--- src/include/ctrlDefs_defs.svh ---
`ifndef CTRL_DEFS_SVH
`define CTRL_DEFS_SVH

// command word layout: rw flag on top, address, then data in the low half
`define CMD_WIDTH       32
`define REG_ADDR_WIDTH  12
`define REG_DATA_WIDTH  16
`define MEM_WIDTH       32     // memory address and data

////////////////////////////////////////////////////////////////////////////
// register map
////////////////////////////////////////////////////////////////////////////
`define CONFIG_COUNT    40     // config regs at CONFIG_BASE and up
`define STATUS_COUNT    11     // read only status at 0 and up
`define CONFIG_BASE     32

`define ADDR_PULSE      11
`define ADDR_MEM_COUNT  16     // burst word count
`define ADDR_ADDR_LO    17
`define ADDR_ADDR_HI    18
`define ADDR_DATA_LO    19     // low half of the next memory word
`define ADDR_MEM_DATA   20     // write = store word, read = burst

`define BAD_READ_VALUE  16'hFFFF

// pulse register hold time in cycles
`define PULSE_CYCLES    3

// reply fifo
`define REPLY_DEPTH     512
`define REPLY_MARGIN    4      // prog full below this many free slots

`endif

--- src/hdl/ctrlPkg.sv ---
`include "ctrlDefs_defs.svh"

package ctrlPkg;

    // plain vectors, one per meaningful width
    typedef logic [`CMD_WIDTH-1:0]      cmdWord_t;
    typedef logic [`REG_ADDR_WIDTH-1:0] regAddr_t;
    typedef logic [`REG_DATA_WIDTH-1:0] regData_t;
    typedef logic [`MEM_WIDTH-1:0]      memAddr_t;
    typedef logic [`MEM_WIDTH-1:0]      memData_t;   // also a reply word

    // command sequencer states
    typedef enum logic [1:0]
    {
        WAIT_CMD,        // idle, pop when a word shows up
        INTERPRET_CMD,   // decode the latched word
        MEM_ADV,         // memory write strobe, then bump address
        MEM_RD_CNT       // burst memory words into the reply fifo
    } seqState_t;

endpackage

--- src/hdl/regBank.sv ---
`timescale 1ns/1ns
`include "ctrlDefs_defs.svh"

module regBank
(
    input  logic                                      CLK,
    input  logic                                      RESET,
    input  logic                                      regWrite,
    input  ctrlPkg::regAddr_t                         regAddr,
    input  ctrlPkg::regData_t                         regWrData,
    output ctrlPkg::regData_t                         regRdData,
    output logic                                      pulseBusy,
    output logic [`CONFIG_COUNT*`REG_DATA_WIDTH-1:0]  configReg,
    output ctrlPkg::regData_t                         pulseReg,
    input  logic [`STATUS_COUNT*`REG_DATA_WIDTH-1:0]  statusReg
);
    import ctrlPkg::*;

    localparam regAddr_t CfgFirst  = regAddr_t'(`CONFIG_BASE);
    localparam regAddr_t CfgLast   = regAddr_t'(`CONFIG_BASE + `CONFIG_COUNT - 1);
    localparam regAddr_t StatLast  = regAddr_t'(`STATUS_COUNT - 1);
    localparam regAddr_t PulseAddr = regAddr_t'(`ADDR_PULSE);
    localparam int       PulseW    = $clog2(`PULSE_CYCLES + 1);

    logic              inConfig;
    logic              inStatus;
    regAddr_t          cfgIdx;       // offset into the config block
    logic [PulseW-1:0] pulseCnt;     // cycles the pulse is still held

    assign inConfig  = (regAddr >= CfgFirst) && (regAddr <= CfgLast);
    assign inStatus  = (regAddr <= StatLast);
    assign cfgIdx    = regAddr - CfgFirst;
    assign pulseBusy = (pulseCnt != '0);

    ////////////////////////////////////////////////////////////////////////////
    // config and pulse registers
    ////////////////////////////////////////////////////////////////////////////
    always_ff @(posedge CLK or posedge RESET)
    begin
        if (RESET)
        begin
            configReg <= '1;             // all ones out of reset
            pulseReg  <= '0;
            pulseCnt  <= '0;
        end
        else
        begin
            if (regWrite && inConfig)
                configReg[cfgIdx*`REG_DATA_WIDTH +: `REG_DATA_WIDTH] <= regWrData;

            if (regWrite && regAddr == PulseAddr)
            begin
                pulseReg <= regWrData;
                pulseCnt <= PulseW'(`PULSE_CYCLES);
            end
            else if (pulseBusy)
            begin
                pulseCnt <= pulseCnt - PulseW'(1);
                if (pulseCnt == PulseW'(1))
                    pulseReg <= '0;      // last held cycle
            end
        end
    end

    // read mux, status below config, anything else is a bad read
    always_comb
    begin
        if (inStatus)
            regRdData = statusReg[regAddr*`REG_DATA_WIDTH +: `REG_DATA_WIDTH];
        else if (inConfig)
            regRdData = configReg[cfgIdx*`REG_DATA_WIDTH +: `REG_DATA_WIDTH];
        else
            regRdData = `BAD_READ_VALUE;
    end

endmodule

--- config.mk ---
export PLATFORM = sky130hd
export DESIGN_NAME = regBank
export DESIGN_NICKNAME = d
export VERILOG_FILES = /design/src/hdl/ctrlPkg.sv /design/src/hdl/regBank.sv
export VERILOG_INCLUDE_DIRS = /design/src /design/src/include
export SDC_FILE = /design/constraint.sdc
export NUM_CORES = 2
export LEC_CHECK = 0
export BUFFER_PORTS_ARGS = -buffer_cell sky130_fd_sc_hd__buf_4
export CORE_AREA = 2 2 343 345
export DETAILED_ROUTE_END_ITERATION = 10
export DIE_AREA = 0 0 345 347
export GPL_TIMING_DRIVEN = 0
export PLACE_DENSITY = 0.49
export SYNTH_ARGS = -nofsm -noshare
export SYNTH_HDL_FRONTEND = slang
export SYNTH_SLANG_ARGS = --single-unit
--- constraint.sdc ---
create_clock -name CLK -period 26.6 [get_ports CLK]
set_input_delay 3.99 -clock CLK [delete_from_list [all_inputs] [get_ports CLK]]
set_output_delay 3.99 -clock CLK [all_outputs]
set_load 0.01 [all_outputs]
==> flow_summary.toml <==
[logic_synthesis]
netlist_instances = 2526
ys_warn_count = 0
yosysUniqueCellTypes = 68
synthFlopType = "dfstp_2"
ys_seq_elements = 658
yosys.area.top_type_share_pct = 48.8
synth_fp_nets = 2741
avgSynthCellArea_sq_um = 13.6
async_flop_share_pct = 100
synth_edf_count = 0
seq_area_frac_synth_pct = 50.1
yosysTopAreaCell = "dfstp_2"
synthesis.area_sq_um = 34400
synth_area_leaders = "dfstp_2 49%, mux2_2 20%, mux4_2 12%, nor2_1 3.2%, mux2i_1 2.0%"

[clock_tree]
cts_setup_buffers = 0
cts_resized = 0
clk_latency_ns = 0.68
tritoncts = "done"
clk_pin_slew_ns = 0.05
cts.sinks = 658
cts_root_buffer = "clkbuf_16"
cts_buffers = 82
cts_hold_buffers = 0
htree_levels = 3
clk_path_buf_depth = 3

[drt]
num_vias = 27750
drcViolationCount = 0
first_iter_violations = 2295
viasPerCell = 5.45
detail-route-antenna-nets = 0
drt_pass1_iterations = 5
wl_per_cell_microns = 39.2
wl_microns = 199000

[sta]
period_needed_ns = 13.83
setup_ws_ns = 12.77
slew_headroom_pct = 3.10
setup_viol = 0
hold_viol_final = 0
fin_skew_ns = 0.0184
fin_crit_sh_pct = 52.0
fmax_mhz = 72.3
worst_pin_slew_ns = 1.45
finalSetupTns_ns = 0
slew_violations = 0
rsz0062_at_grt = "false"

[global_route]
grt_max_degree = 116
grt_pass1_wl_microns = 264000
grt-ovfl-total = 0
antenna_found_initial = 16
grt_pass1_vias = 27927
grt.total_usage_pct = 32.5

[placement]
dp_hpwl_microns = 158000
dp_slack_ns = 12.78
placed_area_sq_um = 43200
portBuffers = 878
gp_congestion = 0.949

[final_layout]
design_area_sq_um = 45900
fill_cells = 11391
multi_input_area_sq_um = 16300
area_delta_synth_final_pct = 33.1
layout_commonest_cell = "buf_4"
nets = 3712
final-seq-area_sq_um = 17300
drive_gt1_share_pct = 73.5
final_cell_mix = "886 x buf_4, 640 x dfstp_2, 622 x mux2_2"

[die]
die_y_microns = 347
dieArea_sq_um = 120000
design.core.area_sq_um = 116000
die_x_microns = 345
row_count = 125
ioPinCount = 880
start_util_pct = 29.8

[outcome]
status = "completed"

[pwr]
ir_drop_uv = 39.2
power_leakage_nw = 19.8
total_power_mw = 2.37
powerDensity_nw_per_um2 = 51.7

[worst_setup_path]
cp_data_arrival_time_ns = 9.84
critPathLaunchType = "input port"
worstSetupEndpointType = "primary output"
crit_fanout = 10
crit_type = "input port to primary output"
crit_required_ns = 22.61

[flow_run]
drv_cap = 0

[min_path]
hp-class = "register to register"
-- sequential cells by signal (all words and copies together), names as in the netlist --
register   cells
pulseReg      16
configReg    640
pulseCnt       2
-- logic make-up after synthesis --
family / count (synthesis) / share of synthesized area [%]
compound gates: 183 / 3.54
xor+xnor: 12 / 0.327
fa+ha+maj: 8 / 0.291
buf+inv: 200 / 2.66
flops: 658 / 50.1
mux: 898 / 35.4
simple gates: 567 / 7.71
-- cell usage after synthesis (9+ instances only) --
| cell | number |
|---|---|
| or3_1 | 11 |
| and2_1 | 14 |
| a21oi_1 | 23 |
| a211oi_1 | 31 |
| buf_2 | 62 |
| a221oi_1 | 20 |
| nand3_1 | 13 |
| a31oi_1 | 15 |
| mux2_4 | 10 |
| nor3_1 | 9 |
| mux2_2 | 622 |
| mux2i_1 | 70 |
| nor2_1 | 294 |
| dfrtp_1 | 18 |
| nand2_1 | 149 |
| o21ai_0 | 55 |
| buf_1 | 23 |
| clkbuf_1 | 88 |
| dfstp_2 | 640 |
| nor3_2 | 16 |
| mux4_2 | 188 |
| and2_0 | 13 |
| inv_1 | 12 |
| a22oi_1 | 14 |
-- per-layer routing --
metal / global-route usage [%] / vias to the layer above / part of all wire [%]
met5: 0 / - / 0.0065
met4: 8.93 / 2 / 3.0
met3: 9.51 / 228 / 8.1
met2: 52.2 / 1242 / 47
met1: 42.6 / 15009 / 42
li1: - / 11269 / -
-- area by class of cell --
type | count | share of cell area [%]
plain buffers | 188 | 1.94
inverters | 12 | 0.115
clock inverters | 26 | 0.502
flip-flops and latches | 658 | 37.7
multi-input cells | 1668 | 35.5
well taps | 1524 | 4.16
repair buffers | 887 | 14.8
diodes | 6 | 0.0327
clock buffers | 121 | 5.30
-- report_power, final --
group          internal (mW)  switching, mW  total (mW)
Sequential              1.01        0.00121        1.01
Clock                  0.653          0.479        1.13
Combinational         0.0644          0.166       0.231
-- per-stage QoR --
stage / util (%) / std cells / hold slack, ns
after floorplan: - / 2526 / 0.459
after CTS: 39.6 / 5084 / 0.490
after global placement: 37.1 / 4928 / 0.471
after detailed placement: 37.3 / 4937 / 0.477
after global routing: 39.6 / 5084 / 0.518
final: 39.6 / 5090 / 0.497
-- critical path: stages --
cell and delay [ns]:
buf_4 0.11, buf_6 0.12, buf_2 0.47, buf_2 0.63
clkbuf_1 0.69, buf_1 1.00, buf_1 0.83, mux4_2 0.44
a211oi_1 0.99, a31oi_1 0.25, buf_4 0.26
-- path summary, 6_finish.rpt --
check	from	end	slack [ns]	depth (start not counted)
min in group asynchronous	RESET	configReg[421]$_DFFE_PP1P_	3.47	2
worst max register to register	pulseCnt[0]$_DFFE_PP0P_	pulseReg[7]$_DFFE_PP0P_	24.63	7
max in group asynchronous	RESET	pulseReg[13]$_DFFE_PP0P_	21.36	5
worst min register to register	configReg[518]$_DFFE_PP1P_	configReg[518]$_DFFE_PP1P_	0.50	2
worst min-delay path	configReg[518]$_DFFE_PP1P_	configReg[518]$_DFFE_PP1P_	0.50	2
worst max-delay path	regAddr[1]	regRdData[7]	12.77	11
Power figures use the tool's default switching activity.
