==> config.mk <==
export PLATFORM = sky130hd
export DESIGN_NAME = cmdSequencer
export DESIGN_NICKNAME = d
export VERILOG_FILES = /design/src/hdl/ctrlPkg.sv /design/src/hdl/cmdSequencer.sv
export VERILOG_INCLUDE_DIRS = /design/src /design/src/include
export SDC_FILE = /design/constraint.sdc
export NUM_CORES = 1
export LEC_CHECK = 0
export ABC_AREA = 0
export BUFFER_PORTS_ARGS = -buffer_cell sky130_fd_sc_hd__buf_2
export CORE_UTILIZATION = 47
export CTS_CLUSTER_DIAMETER = 40
export DETAILED_ROUTE_END_ITERATION = 10
export PLACE_DENSITY = 0.79
export SYNTH_ARGS = -nofsm -noshare
export SYNTH_HDL_FRONTEND = slang
export SYNTH_SLANG_ARGS = --single-unit
==> constraint.sdc <==
create_clock -name CLK -period 4.4 [get_ports CLK]
set_input_delay 0 -clock CLK [delete_from_list [all_inputs] [get_ports CLK]]
set_output_delay 0 -clock CLK [all_outputs]
set_load 0.005 [all_outputs]
==> src/include/ctrlDefs_defs.svh <==
`ifndef CTRL_DEFS_SVH
`define CTRL_DEFS_SVH

// command word layout: rw flag on top, address, then data in the low half
`define CMD_WIDTH       32
`define REG_ADDR_WIDTH  12
`define REG_DATA_WIDTH  16
`define MEM_WIDTH       32     // memory address and data

////////////////////////////////////////////////////////////////////////////
// register map
////////////////////////////////////////////////////////////////////////////
`define CONFIG_COUNT    40     // config regs at CONFIG_BASE and up
`define STATUS_COUNT    11     // read only status at 0 and up
`define CONFIG_BASE     32

`define ADDR_PULSE      11
`define ADDR_MEM_COUNT  16     // burst word count
`define ADDR_ADDR_LO    17
`define ADDR_ADDR_HI    18
`define ADDR_DATA_LO    19     // low half of the next memory word
`define ADDR_MEM_DATA   20     // write = store word, read = burst

`define BAD_READ_VALUE  16'hFFFF

// pulse register hold time in cycles
`define PULSE_CYCLES    3

// reply fifo
`define REPLY_DEPTH     512
`define REPLY_MARGIN    4      // prog full below this many free slots

`endif

==> src/hdl/ctrlPkg.sv <==
`include "ctrlDefs_defs.svh"

package ctrlPkg;

    // plain vectors, one per meaningful width
    typedef logic [`CMD_WIDTH-1:0]      cmdWord_t;
    typedef logic [`REG_ADDR_WIDTH-1:0] regAddr_t;
    typedef logic [`REG_DATA_WIDTH-1:0] regData_t;
    typedef logic [`MEM_WIDTH-1:0]      memAddr_t;
    typedef logic [`MEM_WIDTH-1:0]      memData_t;   // also a reply word

    // command sequencer states
    typedef enum logic [1:0]
    {
        WAIT_CMD,        // idle, pop when a word shows up
        INTERPRET_CMD,   // decode the latched word
        MEM_ADV,         // memory write strobe, then bump address
        MEM_RD_CNT       // burst memory words into the reply fifo
    } seqState_t;

endpackage

==> src/hdl/cmdSequencer.sv <==
`timescale 1ns/1ns
`include "ctrlDefs_defs.svh"

module cmdSequencer
(
    input  logic              CLK,
    input  logic              RESET,
    input  ctrlPkg::cmdWord_t cmdFifoQ,
    input  logic              cmdFifoEmpty,
    output logic              cmdFifoRdReq,
    output logic              memWe,
    output ctrlPkg::memAddr_t memAddr,
    output ctrlPkg::memData_t memDin,
    input  ctrlPkg::memData_t memDout,
    input  logic              pulseBusy,
    input  logic              progFull,
    output logic              regWrite,
    output ctrlPkg::regAddr_t regAddr,
    output ctrlPkg::regData_t regWrData,
    input  ctrlPkg::regData_t regRdData,
    output ctrlPkg::memData_t replyData,
    output logic              replyWrite
);
    import ctrlPkg::*;

    seqState_t state;
    cmdWord_t  cmdLatch;     // word popped in WAIT_CMD
    regData_t  memCount;     // reg 16
    memAddr_t  addrReg;      // regs 17/18
    regData_t  dataLo;       // reg 19
    regData_t  burstCnt;     // words left in a burst

    logic      isRead;
    regAddr_t  cmdAddr;
    regData_t  cmdData;

    // command fields
    assign isRead  = cmdLatch[`CMD_WIDTH-1];
    assign cmdAddr = cmdLatch[`REG_DATA_WIDTH +: `REG_ADDR_WIDTH];
    assign cmdData = cmdLatch[`REG_DATA_WIDTH-1:0];

    // fwft pop, held off while a pulse is running
    assign cmdFifoRdReq = (state == WAIT_CMD) && !cmdFifoEmpty && !pulseBusy;

    // memory port
    assign memWe   = (state == MEM_ADV);         // one cycle strobe
    assign memAddr = addrReg;
    assign memDin  = {cmdData, dataLo};          // command data on top

    // register bank sees the latched fields directly
    assign regAddr   = cmdAddr;
    assign regWrData = cmdData;

    ////////////////////////////////////////////////////////////////////////////
    // decode: strobes and reply data
    ////////////////////////////////////////////////////////////////////////////
    always_comb
    begin
        regWrite   = 1'b0;
        replyWrite = 1'b0;
        replyData  = memData_t'(regRdData);      // status / config / bad read
        case (state)
            INTERPRET_CMD:
            begin
                if (isRead)
                begin
                    replyWrite = 1'b1;
                    case (cmdAddr)
                        `ADDR_MEM_COUNT: replyData = memData_t'(memCount);
                        `ADDR_ADDR_LO:   replyData = memData_t'(addrReg[`REG_DATA_WIDTH-1:0]);
                        `ADDR_ADDR_HI:
                            replyData = memData_t'(addrReg[`MEM_WIDTH-1:`REG_DATA_WIDTH]);
                        `ADDR_DATA_LO:   replyData = memData_t'(dataLo);
                        `ADDR_MEM_DATA:  replyWrite = 1'b0;   // burst handles it
                        default:         replyData = memData_t'(regRdData);
                    endcase
                end
                else
                begin
                    // memory group is kept here, everything else goes to the bank
                    case (cmdAddr)
                        `ADDR_MEM_COUNT, `ADDR_ADDR_LO, `ADDR_ADDR_HI,
                        `ADDR_DATA_LO, `ADDR_MEM_DATA: regWrite = 1'b0;
                        default:                       regWrite = 1'b1;
                    endcase
                end
            end
            MEM_RD_CNT:
            begin
                if (burstCnt != '0 && !progFull)
                begin
                    replyWrite = 1'b1;               // memDout is same-cycle
                    replyData  = memDout;
                end
            end
            default:
            begin
                replyWrite = 1'b0;
            end
        endcase
    end

    // command word capture on pop
    always_ff @(posedge CLK)
    begin
        if (cmdFifoRdReq)
            cmdLatch <= cmdFifoQ;
    end

    ////////////////////////////////////////////////////////////////////////////
    // state machine and memory registers
    ////////////////////////////////////////////////////////////////////////////
    always_ff @(posedge CLK or posedge RESET)
    begin
        if (RESET)
        begin
            state    <= WAIT_CMD;
            memCount <= regData_t'(1);           // at least one word per burst
            addrReg  <= '0;
            dataLo   <= '0;
            burstCnt <= '0;
        end
        else
        begin
            case (state)
                WAIT_CMD:
                begin
                    if (cmdFifoRdReq)
                        state <= INTERPRET_CMD;
                end
                INTERPRET_CMD:
                begin
                    state <= WAIT_CMD;
                    if (isRead)
                    begin
                        if (cmdAddr == `ADDR_MEM_DATA)
                        begin
                            burstCnt <= memCount;
                            state    <= MEM_RD_CNT;
                        end
                    end
                    else
                    begin
                        case (cmdAddr)
                            `ADDR_MEM_COUNT: memCount <= cmdData;
                            `ADDR_ADDR_LO:   addrReg[`REG_DATA_WIDTH-1:0] <= cmdData;
                            `ADDR_ADDR_HI:   addrReg[`MEM_WIDTH-1:`REG_DATA_WIDTH] <= cmdData;
                            `ADDR_DATA_LO:   dataLo <= cmdData;
                            `ADDR_MEM_DATA:  state <= MEM_ADV;    // strobe next cycle
                            default:         state <= WAIT_CMD;
                        endcase
                    end
                end
                MEM_ADV:
                begin
                    addrReg <= addrReg + memAddr_t'(1);   // after the strobe
                    state   <= WAIT_CMD;
                end
                MEM_RD_CNT:
                begin
                    if (burstCnt == '0)
                        state <= WAIT_CMD;               // done, zero count sends nothing
                    else if (!progFull)
                    begin
                        addrReg  <= addrReg + memAddr_t'(1);
                        burstCnt <= burstCnt - regData_t'(1);
                    end
                end
                default:
                begin
                    state <= WAIT_CMD;
                end
            endcase
        end
    end

endmodule

==> metrics.yaml, run 1 <==
status: "finished clean"
cp_slowest_cell: "o22ai_2"
routed_wl_um: 20400
start_util_pct: 48.2
worstSetupPathType: "register to register"
final_util_pct: 58.8
num_rows: 43
gp_congestion: 0.915
synth.cell_area_um2: 6700
tritoncts: "built"
required_ps: 4640
ys_ff_latch: 111
synth_edf_count: 29
vias: 6319
rsz0062_at_grt: "false"
critPathMostFrequentCell: "buf_4"
r2r_start: "burstCnt[8]"
yosysWarnings: 0
die-area_um2: 14700
fill_cells: 1197
synth_cell_types: 70
drc: 0
critPathMaxFanout: 26
tightest_slew_ps: 1090
clock_tree.buffer_depth: 2
max_stage_delay_ps: 880
maxSlewViolCount: 0
fmax_mhz: 321
fin_nets: 925
first_global_vias: 5702
min_path_type: "input pin to asynchronous set/reset pin"
cts_setup_buffers: 0
htree_num_levels: 3
synth_top_cell_area_share_pct: 30.3
avgViaCountPerCell: 6.18
drtAntennaViolNets: 0
period_needed_ps: 3110
grt_usage_pct: 27.7
drive_above_1_share_pct: 34.7
area_growth_pct: 21.9
crit_chain: "nor4_1 > a41oi_1 > buf_4 > o22ai_2 > buf_4 > a21oi_1 > o22a_1"
ir_drop_mv: 0.197
synth_nets: 748
synthCells: 660
seq_area_frac_synth_pct: 43.7
syn_avg_cell_area_um2: 10.1
layout_common_cells: "buf_2 (209), dfrtp_1 (80), a21oi_1 (54)"
finalHoldViolCount: 0
ioPinCount: 213
antenna_found_initial: 2
setup_viol: 0
clock-root-buffer: "clkbuf_16"
die_h_um: 121
crit_path_start: "burstCnt[8]"
synth.area.top_cells: "dfrtp_1 (30%), edfxtp_1 (13%), buf_4 (5.2%)"
clkSinkCount: 111
coreArea_um2: 13900
clk_pin_slew_ps: 80
fin_setup_tns_ps: 0
final_cells: 1023
io_buffer_count: 209
start_kind: "register"
dp.cells: 976
end_kind: "register"
cap_violations: 0
fin_crit_sh_pct: 70.7
gr-total-overflow: 0
drtIter0Drc: 432
wire_per_inst_um: 20.0
cts_made_buffers: 9
die_w_um: 121
async_flop_share_pct: 73.9
clkLatencyLatePin_ps: 360
synth_flop_cell: "dfrtp_1"
p_leak_uw: 0.00379
cp.arrival_ps: 3350
synth_largest_area_cell: "dfrtp_1"
dr.pass1.iters: 5
grt_first_pass_wirelength_um: 30800
power_density_nw_per_um2: 254
max_slew_margin_pct: 27.5
hpwlAfterDp_um: 14300
grt_start_max_net_pins: 73
final_common_cell: "buf_2"
clock_skew_ps: 13.0
-- cells in the mapped netlist (5+ instances only) --
cell type / instances
buf_2: 11
a211oi_1: 8
a221o_1: 11
nor2b_1: 8
nor4_1: 13
and3_1: 22
o22ai_1: 18
a21oi_1: 54
mux2_1: 11
nand3_1: 16
o22a_1: 17
a21o_1: 5
a22o_1: 11
nand2b_1: 6
nand2_1: 42
mux2_2: 21
nor3b_1: 6
mux4_2: 11
dfrtp_1: 81
clkbuf_1: 28
edfxtp_1: 29
inv_1: 15
nand4_1: 16
mux2i_1: 8
nor3_1: 6
buf_4: 46
o21ai_0: 26
a311oi_1: 6
nor2_1: 27
a31oi_1: 12
-- logic make-up after synthesis --
kind of cell / Yosys count / synth area share, %
AO/OA/AOI/OAI: 198 / 20.3
AND/OR/NAND/NOR: 193 / 16.5
flip-flops: 111 / 43.7
buffers and inverters: 104 / 8.73
multiplexers: 51 / 10.3
adder cells (fa/ha/maj): 3 / 0.561
-- metrics by stage --
stage          instance area (um2)  setup WS [ps]  power (uW)  hold slack, ps
6_report                      8160           1290        2080             240
5_1_grt                       8160           1040        2140             265
4_1_cts                       8160           1310        2070             251
3_5_place_dp                  7570           1320        1260            89.0
3_3_place_gp                  7570           1440        1260            98.0
2_1_floorplan                 6700           96.4        1200            98.1
-- per-layer routing --
metal,share of wire (%),track usage [%],wire length [um]
met3,9.4,4.70,1920
met4,3.3,11.3,680
met5,0,0,0
met2,48,45.0,9830
met1,39,36.5,8020
-- registers in the layout, summed over array words and instances, names as in the netlist --
name and flops:
dataLo 16, state 2, memAddr 32, cmdLatch 29, memCount 16, burstCnt 16
-- cell type report --
class                   count  area [um2]  area share [%]
inverters                  15        57.6           0.705
repair buffers            255        1470            18.0
diodes                      1        2.50          0.0307
well taps                 180         225            2.76
clock buffers               9         225            2.76
multi-input cells         445        3200            39.2
flip-flops and latches    111        2930            35.8
clock inverters             7        62.6           0.766
-- worst paths after layout --
| path | endpoint | slack (ps) | depth (start not counted) |
|---|---|---|---|
| worst max-delay path | memAddr[20] | 1290 | 7 |
| worst min-delay path | burstCnt[15] | 240 | 3 |
| worst max register to register | memAddr[20] | 1290 | 7 |
| worst min register to register | memCount[6] | 530 | 1 |
| max in group asynchronous | dataLo[5] | 3100 | 4 |
| min in group CLK | cmdLatch[0] | 240 | 3 |
-- report_power, final --
group	internal, uW	total (uW)	switching (uW)
combinational	89.4	171	81.9
sequential	1070	1090	19.5
clock	398	812	414
total	1560	2080	515
-- critical path: cells and delay by family, from the launching register on --
family | cells | cell delay (ps)
buffers and inverters | 2 | 530
DFF | 1 | 460
AOI/OAI and AO/OA | 4 | 1340
and+or+nand+nor | 1 | 640
-- repair_timing --
item                                   in CTS  in global routing
hold buffers                               30                  0
endpoints found under the hold margin      62                  0
resized for setup                           0                  0
Power figures use the tool's default switching activity.
==> run 2, diff against run 1 <==
==> constraint.sdc (replaced) <==
create_clock -name CLK -period 2.55 [get_ports CLK]
set_input_delay 0 -clock CLK [delete_from_list [all_inputs] [get_ports CLK]]
set_output_delay 0 -clock CLK [all_outputs]
set_load 0.005 [all_outputs]
==> metrics.yaml, run 2 (synthesis results as in run 1) <==
status: "finished with violations"
violations: "setup timing"
drtAntennaViolNets: 0  # unchanged
hpwlAfterDp_um: 14900  # +4.4%
tritoncts: "built"
finalPower_uw: 3700  # +78%
ff_latch_area_um2: 2930  # unchanged
clkSinkCount: 111  # unchanged
clock_tree.buffer_depth: 2  # unchanged
max_slew_margin_pct: 66.4  # +39 points
ir_drop_mv: 0.286  # +45%
final_common_cell: "buf_2"
largest_reg_flops: 32  # unchanged
htree_num_levels: 3  # unchanged
fin_nets: 955  # +3.2%
gr-total-overflow: 0  # unchanged
cts_made_buffers: 9  # unchanged
tightest_slew_ps: 505  # -583 ps
fmax_mhz: 383
first_global_vias: 5899  # +3.5%
cap_violations: 0  # unchanged
grt_first_pass_wirelength_um: 31900  # +3.5%
dp_slack_ps: 69.6  # -1250 ps
area_growth_pct: 27.6
coreArea_um2: 13900  # unchanged
clock_skew_ps: 11.2  # -1.78 ps
antenna_found_initial: 0  # -2
io_buffer_count: 209  # unchanged
power_density_nw_per_um2: 433  # +70%
clock-root-buffer: "clkbuf_16"
clkLatencyLatePin_ps: 360  # about the same
required_ps: 2550  # -2090 ps
finalHoldViolCount: 0  # unchanged
drc: 0  # unchanged
min_path_type: "input pin to output port"
dr.pass1.iters: 5  # unchanged
wire_per_inst_um: 20.1  # +0.45%
num_rows: 43  # unchanged
final_util_pct: 61.5  # +2.7 points
diodes: 0  # -1
setup_viol: 6  # +6
ioPinCount: 213  # unchanged
drtIter0Drc: 572  # +32%
fill_cells: 1131  # -5.5%
grt_start_max_net_pins: 83  # +14%
die_w_um: 121  # unchanged
worstSetupPathType: "register to output port"
clk_pin_slew_ps: 80  # about the same
drive_above_1_share_pct: 38.3  # +3.6 points
fin_crit_sh_pct: 102
grt_usage_pct: 28.3  # +0.63 points
rsz0062_at_grt: "true"
maxSlewViolCount: 0  # unchanged
start_util_pct: 48.2  # unchanged
die_h_um: 121  # unchanged
end_kind: "output port"
die-area_um2: 14700  # unchanged
p_leak_uw: 0.00398  # +5.0%
start_kind: "register"
cp.arrival_ps: 2610  # -740 ps
vias: 6461  # +2.2%
gp_congestion: 0.920  # +0.54%
worst_slack_ps: -60.2  # -1350 ps
period_needed_ps: 2610
critPathMaxFanout: 6  # -77%
layout_common_cells: "buf_2 (209), dfrtp_1 (80), a21oi_1 (54)"
routed_wl_um: 21100  # +3.3%
multi_input_area_um2: 3270  # +2.3%
avgViaCountPerCell: 6.14  # -0.57%
[run 2: report_power, final]
group	total, uW	internal [uW]	leakage, uW	switching (uW)
Combinational	315	163	0.00247	153
Clock	1500	787	0.000155	713
Sequential	1880	1850	0.00136	31.8
[run 2: routing by layer]
layer	track usage (%)	routed length [um]	vias up
met1	37.8	8520	3139
met3	4.70	1860	44
met5	0	0	-
li1	-	-	2909
met4	11.7	559	0
met2	45.5	10200	369
[run 2: area by class of cell]
type	instances	share of cell area, %
clock buffers	9	2.64
clock inverters	7	0.996
inverters	15	0.674
multi-input cells	445	38.3
flip-flops and latches	111	34.2
well taps	180	2.64
repair buffers	285	20.5
[run 2: stage by stage]
step / hold slack, ps / setup TNS, ps / std cells / instance area, um2
after floorplan: 96.4 / 0 / 660 / 6710
after global placement: 144 / 0 / 1003 / 7840
after detailed placement: 136 / 0 / 1003 / 7840
after CTS: 265 / -26.2 / 1051 / 8500
after global routing: 283 / -1020 / 1052 / 8540
final: 264 / -211 / 1052 / 8540
[run 2: path summary, 6_finish.rpt]
| kind | from | endpoint | slack (ps) | cells past startpoint |
|---|---|---|---|---|
| hold reg to reg | memCount[5] | memCount[5] | 530 | 1 |
| min in group asynchronous | RESET | burstCnt[3] | 280 | 4 |
| max in group asynchronous | RESET | state[1] | 1880 | 4 |
| hold / removal | regRdData[14] | replyData[14] | 260 | 3 |
| setup reg to reg | cmdLatch[21] | memAddr[1] | 100 | 6 |
| setup / recovery | cmdLatch[21] | replyData[7] | -60 | 7 |
[run 2: repair_timing]
item | CTS | global route
endpoints found under the hold margin | 110 | 0
cloned | 0 | 0
hold buffers | 30 | 0
endpoints found under the setup margin | 15 | 15
pin swaps | 6 | 10
resized for setup | 10 | 7
setup buffers | 2 | 1
[run 2: worst max-delay path, cell delays in order (launching register included)]
cell,delay (ps)
edfxtp_1,390
or4b_4,620
nor3_4,360
nand4_1,160
buf_6,170
a211oi_2,210
a221o_1,200
buf_2,140
==> run 3, diff against run 2 <==
--- a/config.mk
+++ b/config.mk
@@ -8,10 +8,10 @@
 export LEC_CHECK = 0
 export ABC_AREA = 0
 export BUFFER_PORTS_ARGS = -buffer_cell sky130_fd_sc_hd__buf_2
-export CORE_UTILIZATION = 47
+export CORE_UTILIZATION = 52
 export CTS_CLUSTER_DIAMETER = 40
 export DETAILED_ROUTE_END_ITERATION = 10
-export PLACE_DENSITY = 0.79
+export PLACE_DENSITY = 0.82
 export SYNTH_ARGS = -nofsm -noshare
 export SYNTH_HDL_FRONTEND = slang
 export SYNTH_SLANG_ARGS = --single-unit
==> constraint.sdc (replaced) <==
create_clock -name CLK -period 2.54 [get_ports CLK]
set_input_delay 0 -clock CLK [delete_from_list [all_inputs] [get_ports CLK]]
set_output_delay 0 -clock CLK [all_outputs]
set_load 0.005 [all_outputs]
==> metrics.yaml, run 3 (synthesis results as in run 1) <==
place_area_um2: 7910  # +0.91%
violations: "setup timing"
clock_skew_ps: 8.61  # -2.59 ps
worstSetupPathType: "register to output port"
final_cells: 1066  # +1.3%
cp.arrival_ps: 2550  # -60 ps
rsz0062_at_grt: "true"
wire_per_inst_um: 20.9  # +4.1%
route.met2.wl_um: 11000  # +7.9%
critPathMostFrequentCell: "buf_4"
period_needed_ps: 2550
area_growth_pct: 30.6
p_leak_uw: 0.00409  # +2.8%
gr-total-overflow: 0  # unchanged
grt_usage_pct: 33.4  # +5.1 points
final_common_cell: "buf_2"
dr.pass1.iters: 5  # unchanged
met1_length_um: 8570  # +0.59%
drc: 0  # unchanged
num_rows: 41  # -4.7%
max_slew_margin_pct: 49.7  # -17 points
drtAntennaViolNets: 0  # unchanged
largest_reg_flops: 32  # unchanged
cp_slowest_cell: "or4b_4"
clkSinkCount: 111  # unchanged
ir_drop_mv: 0.397  # +39%
fin_setup_tns_ps: -17.7  # +193 ps
worst_slack_ps: -10.7  # +49.5 ps
routed_wl_um: 22300  # +5.5%
cp.depth: 8  # +1
clkLatencyLatePin_ps: 360  # about the same
r2r-end: "memAddr[28]"
crit_path_start: "cmdLatch[21]"
clock_tree.buffer_depth: 2  # unchanged
met3_length_um: 2060  # +10%
power_density_nw_per_um2: 432  # -0.18%
vias: 6690  # +3.5%
critPathBufInv: 3  # +1
fin_crit_sh_pct: 100
die-area_um2: 13300  # -9.5%
hold_ws_ps: 118  # -146 ps
fin_nets: 977  # +2.3%
status: "finished with violations"
max_stage_delay_ps: 610  # about the same
htree_num_levels: 3  # unchanged
drive_above_1_share_pct: 39.8  # +1.5 points
required_ps: 2540  # about the same
first_global_vias: 6110  # +3.6%
grt_start_max_net_pins: 75  # -9.6%
dp_slack_ps: 31.9  # -37.7 ps
start_kind: "register"
fmax_mhz: 392
end_kind: "output port"
dp.cells: 1006  # +0.30%
die_w_um: 115  # -4.8%
avgViaCountPerCell: 6.28  # +2.2%
layout_common_cells: "buf_2 (209), dfrtp_1 (80), buf_4 (60)"
tritoncts: "built"
gp_congestion: 0.919  # about the same
clock-root-buffer: "clkbuf_16"
crit_family: "simple AND/OR/NAND/NOR gates"
antenna_found_initial: 0  # unchanged
crit_chain: "or4b_4 > nor3_4 > buf_4 > nand4_1 > buf_4 > a211oi_1 > a221o_1 > buf_2"
maxSlewViolCount: 0  # unchanged
reg2reg_slack_ps: 120  # +20 ps
ioPinCount: 213  # unchanged
cts_made_buffers: 9  # unchanged
r2r_start: "burstCnt[1]"
critPathMaxFanout: 6  # unchanged
grt_first_pass_wirelength_um: 33300  # +4.3%
min_path_type: "input pin to asynchronous set/reset pin"
setup_viol: 2  # -4
finalHoldViolCount: 0  # unchanged
ff2ff_path_depth: 10  # +4
endpoint: "replyData[11]"
die_h_um: 115  # -4.8%
coreArea_um2: 12600  # -9.5%
cap_violations: 0  # unchanged
final_cell_area_um2: 8750  # +2.4%
io_buffer_count: 209  # unchanged
clk_pin_slew_ps: 80  # about the same
hpwlAfterDp_um: 15500  # +3.6%
diodes: 0  # unchanged
drtIter0Drc: 683  # +19%
highest_layer: "met4"
tightest_slew_ps: 754  # +250 ps
start_util_pct: 53.3  # +5.0 points
## run 3: cell types whose count changed in the layout (fill, tap and decap cells not counted), moves of 2 or more
cell / delta
nor4_2: +2
nor3b_2: -3
clkinvlp_4: +2
inv_8: -2
buf_4: +20
nor4_1: -2
nor3b_1: +3
## run 3: per-stage QoR
stage / util (%) / total power [uW]
detailed placement: 62.9 / 2200
floorplan: - / 2070
global placement: 62.9 / 2190
finish: 69.6 / 3780
CTS: 69.0 / 3770
global route: 69.6 / 3890
## run 3: power by group
part,internal (uW),switching [uW]
clock network,871,688
registers,1860,32.4
logic,173,156
total,2900,877
## run 3: how the worst min path moves through the flow
stage,startpoint,endpoint,slack [ps],cells past startpoint
after CTS,RESET,burstCnt[2],120,3
after detailed placement,RESET,burstCnt[2],-60,2
after global routing,RESET,burstCnt[2],150,3
after global placement,RESET,burstCnt[2],-60,2
final,RESET,burstCnt[2],120,3
after floorplan,pulseBusy,cmdFifoRdReq,100,1
## run 3: final cells by class
| type | instances | area, um2 |
|---|---|---|
| multi-input cells | 445 | 3310 |
| inverters | 15 | 56.3 |
| fillers | 929 | 3820 |
| repair buffers | 307 | 1920 |
| flip-flops and latches | 111 | 2930 |
| clock buffers | 10 | 229 |
| well taps | 172 | 215 |
| clock inverters | 6 | 92.6 |
## run 3: worst reg2reg max path, delay by kind of cell, from the launching register on
family                     cells  cell delay (ps)
and+or+nand+nor                1              290
DFF                            1              400
adders and majority gates      1              180
AOI/OAI and AO/OA              4              720
buffers and inverters          4              740
## run 3: metal layers
metal  vias up  track usage [%]
met5         -                0
met4         0             15.1
met3        50             4.18
met2       440             55.9
met1      3253             43.7
li1       2947                -
## run 3: what timing repair did
item,in CTS,in global routing
buffers inserted,8,8
resized for setup,18,6
gates cloned,1,0
hold endpoints to repair,89,0
hold buffers,30,0
pin swaps,6,14
endpoints found under the setup margin,15,24
